<file path="config.mk">
export PLATFORM = sky130hd
export DESIGN_NAME = ibtb_history_flat
export DESIGN_NICKNAME = d
export VERILOG_FILES = /design/src/design/ibtb_pkg.sv /design/src/design/ibtb_update_if.sv /design/src/design/ibtb_history.sv /design/src/flat_wrapper.sv
export VERILOG_INCLUDE_DIRS = /design/src /design/src/design
export SDC_FILE = /design/constraint.sdc
export NUM_CORES = 1
export LEC_CHECK = 0
export BUFFER_PORTS_ARGS = -buffer_cell sky130_fd_sc_hd__buf_2
export CAP_MARGIN = 25
export CORE_MARGIN = 5
export CORE_UTILIZATION = 19
export CTS_CLUSTER_DIAMETER = 60
export DETAILED_ROUTE_END_ITERATION = 12
export PLACE_DENSITY = 0.81
export SYNTH_ARGS = -nofsm -noshare
export SYNTH_HDL_FRONTEND = slang
export SYNTH_SLANG_ARGS = --single-unit
</file>
<file path="constraint.sdc">
create_clock -name CLK -period 0.85 [get_ports CLK]
set_input_delay 0.085 -clock CLK [delete_from_list [all_inputs] [get_ports CLK]]
set_output_delay 0.085 -clock CLK [all_outputs]
set_load 0.01 [all_outputs]
</file>
<file path="src/design/ibtb_defs.svh">
// ------------------------------
// size constants for the indirect target predictor slice
// included by the package and by the buffer
// ------------------------------

`ifndef IBTB_DEFS_SVH
`define IBTB_DEFS_SVH

// source and target pc width
`define IBTB_PC_WIDTH 38

// indirect target global history width
`define IBTB_GH_WIDTH 8

// address space id width
`define IBTB_ASID_WIDTH 9

// array depth, index is log2 of this
`define IBTB_ENTRIES 256

`endif
</file>
<file path="src/design/ibtb_pkg.sv">
// ------------------------------
// shared types of the indirect target predictor slice
// import with a wildcard in the module header
// ------------------------------

`default_nettype none

`include "ibtb_defs.svh"

package ibtb_pkg;

    // ------------------------------
    // scalar types

    typedef logic [`IBTB_PC_WIDTH-1:0] pc38_t;

    typedef logic [`IBTB_GH_WIDTH-1:0] ibtb_gh_t;

    typedef logic [`IBTB_ASID_WIDTH-1:0] asid_t;

    // array index, 8 bits for 256 entries
    typedef logic [$clog2(`IBTB_ENTRIES)-1:0] ibtb_idx_t;

    // ------------------------------
    // entry payload

    // single field today, room for more later
    typedef struct packed {
        pc38_t tgt_pc38;
    } ibtb_info_t;

endpackage

`default_nettype wire

</file>
<file path="src/design/ibtb_update_if.sv">
// ------------------------------
// resolved indirect branch update bus
// one strobe per clock, receivers cannot stall it
// ------------------------------

`default_nettype none

interface ibtb_update_if import ibtb_pkg::*; ();

    // one-cycle update strobe
    logic       valid;

    // index triple of the resolved branch
    pc38_t      src_pc38;
    ibtb_gh_t   gh;
    asid_t      asid;

    // resolved target
    ibtb_info_t tgt_info;

    // driven from the top-level update ports
    modport source (
        output valid,
        output src_pc38,
        output gh,
        output asid,
        output tgt_info
    );

    // buffer write port and history register
    modport sink (
        input valid,
        input src_pc38,
        input gh,
        input asid,
        input tgt_info
    );

endinterface

`default_nettype wire

</file>
<file path="src/design/ibtb_history.sv">
// ------------------------------
// indirect target global history register
// folds each resolved target into gh on the update edge
// ------------------------------

`default_nettype none

module ibtb_history import ibtb_pkg::*; (
    input  logic        CLK,
    input  logic        arst_n,

    // resolved updates, only valid and target are used
    ibtb_update_if.sink update,

    // history for the next read
    output ibtb_gh_t    cur_gh
);

    // ------------------------------
    // history rule

    // shift left with zero fill, then xor in low target bits
    function automatic ibtb_gh_t fold_target(
        input ibtb_gh_t gh,
        input pc38_t    tgt_pc38
    );
        ibtb_gh_t shifted;
        shifted = {gh[$bits(ibtb_gh_t)-2:0], 1'b0};
        return shifted ^ tgt_pc38[$bits(ibtb_gh_t)-1:0];
    endfunction

    // ------------------------------
    // register

    ibtb_gh_t gh_q;
    ibtb_gh_t gh_next;

    // the update's own gh field is for indexing only
    always_comb begin
        gh_next = gh_q;
        if (update.valid) begin
            gh_next = fold_target(gh_q, update.tgt_info.tgt_pc38);
        end
    end

    always_ff @(posedge CLK or negedge arst_n) begin
        if (!arst_n) begin
            gh_q <= '0;
        end else begin
            gh_q <= gh_next;
        end
    end

    // new history visible the cycle after the update
    assign cur_gh = gh_q;

endmodule

`default_nettype wire

</file>
<file path="src/flat_wrapper.sv">
// flat-port wrapper written by rule: the top's interface ports become plain ports
module ibtb_history_flat import ibtb_pkg::*;
  (CLK, arst_n, cur_gh, update_valid, update_src_pc38, update_gh, update_asid, update_tgt_info);
  ibtb_update_if update_i ();
  input  logic CLK;
  input  logic arst_n;
  output ibtb_gh_t cur_gh;
  input wire logic [$bits(update_i.valid)-1:0] update_valid;
  input wire logic [$bits(update_i.src_pc38)-1:0] update_src_pc38;
  input wire logic [$bits(update_i.gh)-1:0] update_gh;
  input wire logic [$bits(update_i.asid)-1:0] update_asid;
  input wire logic [$bits(update_i.tgt_info)-1:0] update_tgt_info;
  assign update_i.valid = update_valid;
  assign update_i.src_pc38 = update_src_pc38;
  assign update_i.gh = update_gh;
  assign update_i.asid = update_asid;
  assign update_i.tgt_info = update_tgt_info;
  ibtb_history u_core (.CLK(CLK), .arst_n(arst_n), .update(update_i), .cur_gh(cur_gh));
endmodule
</file>
== Word-level counts from Yosys, hierarchy flattened ==
Cells that the tools add are included.

* Bitwise operators: 1

{| class="wikitable"
|+ Operators by type and width
! cell !! count
|-
| 8-bit bitwise XOR || 1
|}

* Bits in registers: 8
* Input port bits: 96
* Output and inout port bits: 8
* Logic and storage cells: 2

== Logic depth before layout (Yosys ltp) ==
* Word-level depth: 1
* Gate-level depth with buffers: 3
* Mapped depth without buffers: 2

== Worst setup path before layout ==
Ideal clock, no wire load.

* Path type: reg-to-reg
* Start: reg, netlist name u_core.cur_gh[0]
* End: reg u_core.gh_q[0], in the netlist u_core.cur_gh[0]
* Setup time: 0.125 ns
* Arrival: 0.670 ns
* Required time: 0.725 ns
* Path slack: 0.055 ns
* Cell stages (with the launch flop): 2
* Buffers on the path: 0
* Period minus slack after synthesis: 0.795 ns
* Cell sequence: dfrtp_1 -> mux2_2

{| class="wikitable"
|+ RTL lines
! item !! RTL line !! source
|-
| end signal: assignment || ibtb_history.sv:50 || <nowiki>gh_q <= gh_next;</nowiki>
|-
| end: declaration || ibtb_history.sv:35 || <nowiki>ibtb_gh_t gh_q;</nowiki>
|}

== Worst setup path after layout ==
* Start: reg u_core.gh_q[0], in the netlist u_core.cur_gh[0]
* End: out cur_gh[0]

{| class="wikitable"
|+ RTL lines
! item !! RTL line !! source
|-
| end: declaration || flat_wrapper.sv:7 || <nowiki>output ibtb_gh_t cur_gh;</nowiki>
|}

No word-level cell between the ends.

==> flow_metrics.tcl <==
set metrics [dict create \
    seq_area_frac_synth_pct 55.0 \
    critPathBufInv 1 \
    initial_utilization_pct 20.4 \
    cts_made_buffers 3 \
    hold_path.class "in -> reg" \
    synthSimpleGateAreaFrac_pct 9.28 \
    grt_pass1_vias 289 \
    pwr-share-comb_pct 36.8 \
    crit_fanout 3 \
    path_class "reg -> out" \
    vias 305 \
    synth-xor-area-share_pct 16.8 \
    critPathLaunch "u_core.cur_gh[0]$_DFFE_PN0P_" \
    power.switching_mw 0.376 \
    reg2reg_depth 2 \
    clock_skew_ns 0.00314 \
    hold_viol 0 \
    core.rowCount 15 \
    diodes 0 \
    via_per_inst 3.67 \
    p_sw_share_pct 29.8 \
    critPathLaunchType "flip-flop" \
    fin_area_um2 584 \
    drv_slew 0 \
    share_seq_of_total_power_pct 40.9 \
    drive_gt1_share_pct 63.8 \
    intPower_mw 0.886 \
    antenna_found_initial 0 \
    synth_compound_area_share_pct 12.7 \
    die_x_um 53.8 \
    r2r_start "u_core.cur_gh[5]$_DFFE_PN0P_" \
    drt_iter0_drc 3 \
    yosys.cell_types.count 8 \
    route.detailed.drc 0 \
    rr_endpoint "u_core.cur_gh[6]$_DFFE_PN0P_" \
    violations "setup timing" \
    drt_pass1_iterations 2 \
    crit_path_end "cur_gh[0]" \
    finalCritPeriodShare_pct 105 \
    core_area_um2 1780 \
    clkLatencyLatePin_ns 0.25 \
    critPathMaxStageDelay_ns 0.40 \
    cts_sinks 8 \
    setup_viol_count_final 7 \
    crit_required_ns 0.76 \
    cts-root-buf "clkbuf_4" \
    grt_overflow_total 0 \
    final_common_cell "buf_2" \
    power_leakage_nw 0.265 \
    routed_wl_um 828 \
    syn_to_final_growth_pct 60.5 \
    die_y_um 53.8 \
    fin_nets 156 \
    ir_worst_vdd_mv 1.04 \
    synth_cells 31 \
    mostFrequentLayoutCells "17 x buf_2, 8 x dfrtp_1, 5 x xnor2_1" \
    htree_levels 1 \
    utilization_pct 32.8 \
    syn_area_um2 364 \
    grt.total_usage_pct 6.29 \
    clockPowerShare_pct 22.3 \
    finalCriticalPeriod_ns 0.890 \
    die_area_um2 2890 \
    path_clk_slew_ns 0.05 \
    rsz0062_at_grt "yes" \
    num_io_pins 104 \
    cpMaxStageDelayCell "dfrtp_1" \
    relSlewSlack_pct 86.2 \
    synth_fa_ha_area_share_pct 0 \
    cp_cell_sequence "buf_2" \
    ys_warn_count 0 \
    syn_nets 127 \
    p_per_area_nw_per_um2 2160 \
    ff2ff_setup_slack_ns 0.03 \
    fin_hold_ws_ns 0.0516 \
    gp_routability_congestion 0.541 \
    cts_tree "built" \
    muxShareOfSynthArea_pct 3.09 \
    worst_slew_pin_slew_ns 0.205 \
    io_buffers 18 \
    worstPathArrival_ns 0.80 \
    clk_path_buf_depth 2 \
    wl_per_cell_um 9.98 \
    synth_top_family_by_area "XOR/XNOR gates" \
    power_mw 1.26 \
    timing.fmax_mhz 1120 \
    timing.final.ws_setup_ns -0.0397 \
    antenna_left 0 \
    cp_top_family "flip-flops" \
    grt_first_pass_wirelength_mm 1.19 \
    synth_seq_cells 8 \
    nFillCells 191 \
    dp_slack_ns 0.0655 \
    worstSetupEndpointType "output pin" \
    dpl-instance-area_um2 482 \
    largest_reg_flops 8 \
    cp_num_cells 1 \
    outcome "complete, but fails checks" \
    hpwl_um 614 \
    avgSynthCellArea_um2 11.7 \
    drv_cap 0 \
    grt_max_degree 13 \
]
==> how the worst min path moves through the flow <==
stage                  from                            to  slack [ns]  depth (start not counted)
2_1_floorplan        arst_n  u_core.cur_gh[0]$_DFFE_PN0P_       -0.21                          0
3_3_place_gp         arst_n  u_core.cur_gh[3]$_DFFE_PN0P_       -0.07                          1
3_5_place_dp         arst_n  u_core.cur_gh[2]$_DFFE_PN0P_       -0.06                          1
4_1_cts        update_valid  u_core.cur_gh[1]$_DFFE_PN0P_        0.04                          2
5_1_grt        update_valid  u_core.cur_gh[1]$_DFFE_PN0P_        0.06                          2
6_report       update_valid  u_core.cur_gh[1]$_DFFE_PN0P_        0.05                          2
==> layer usage <==
layer	routed length (um)	up-vias	global-route usage, %	share of wire (%)
li1	-	156	-	-
met1	355	133	6.58	43
met2	378	16	9.07	46
met3	95	0	6.09	11
met4	0	0	1.28	0
met5	0	-	0	0
==> repair_timing <==
item | CTS | global route
hold buffers | 1 | 0
endpoints found under the setup margin | 8 | 10
pin swaps | 0 | 2
endpoints found under the hold margin | 8 | 0
resized for setup | 0 | 6
setup buffers | 4 | 1
==> cells in the mapped netlist (all sizes together) <==
library cell / instances / share of area, %
buf: 1 / 3.1
a21oi: 7 / 13
dfrtp: 8 / 55
mux2: 1 / 3.1
xnor2: 7 / 17
nor2: 7 / 9.3
==> final cells by class <==
type | instances | area (um^2) | share of cell area [%]
well taps | 25 | 31.3 | 5.35
repair buffers | 25 | 159 | 27.2
multi-input cells | 22 | 171 | 29.3
clock buffers | 3 | 22.5 | 3.85
flip-flops and latches | 8 | 200 | 34.3
==> cells by family (layout without fill, tap and decap cells) <==
family,after synthesis,count (layout)
compound gates,7,7
flops,8,8
simple gates,7,7
xor+xnor,7,7
mux,1,1
buf+inv,1,28
==> through the flow <==
step | instances | setup TNS [ns]
floorplan | 31 | 0
global placement | 74 | 0
detailed placement | 74 | 0
CTS | 82 | -0.221
global route | 83 | -0.463
finish | 83 | -0.165
==> power by group through the flow <==
stage | sequential [mW] | clock, mW | combinational (mW)
2_1_floorplan | 0.564 | 0 | 0.153
3_3_place_gp | 0.525 | 0 | 0.315
3_5_place_dp | 0.529 | 0 | 0.322
4_1_cts | 0.508 | 0.297 | 0.401
5_1_grt | 0.523 | 0.317 | 0.508
6_report | 0.516 | 0.281 | 0.465
Power figures use the tool's default switching activity.
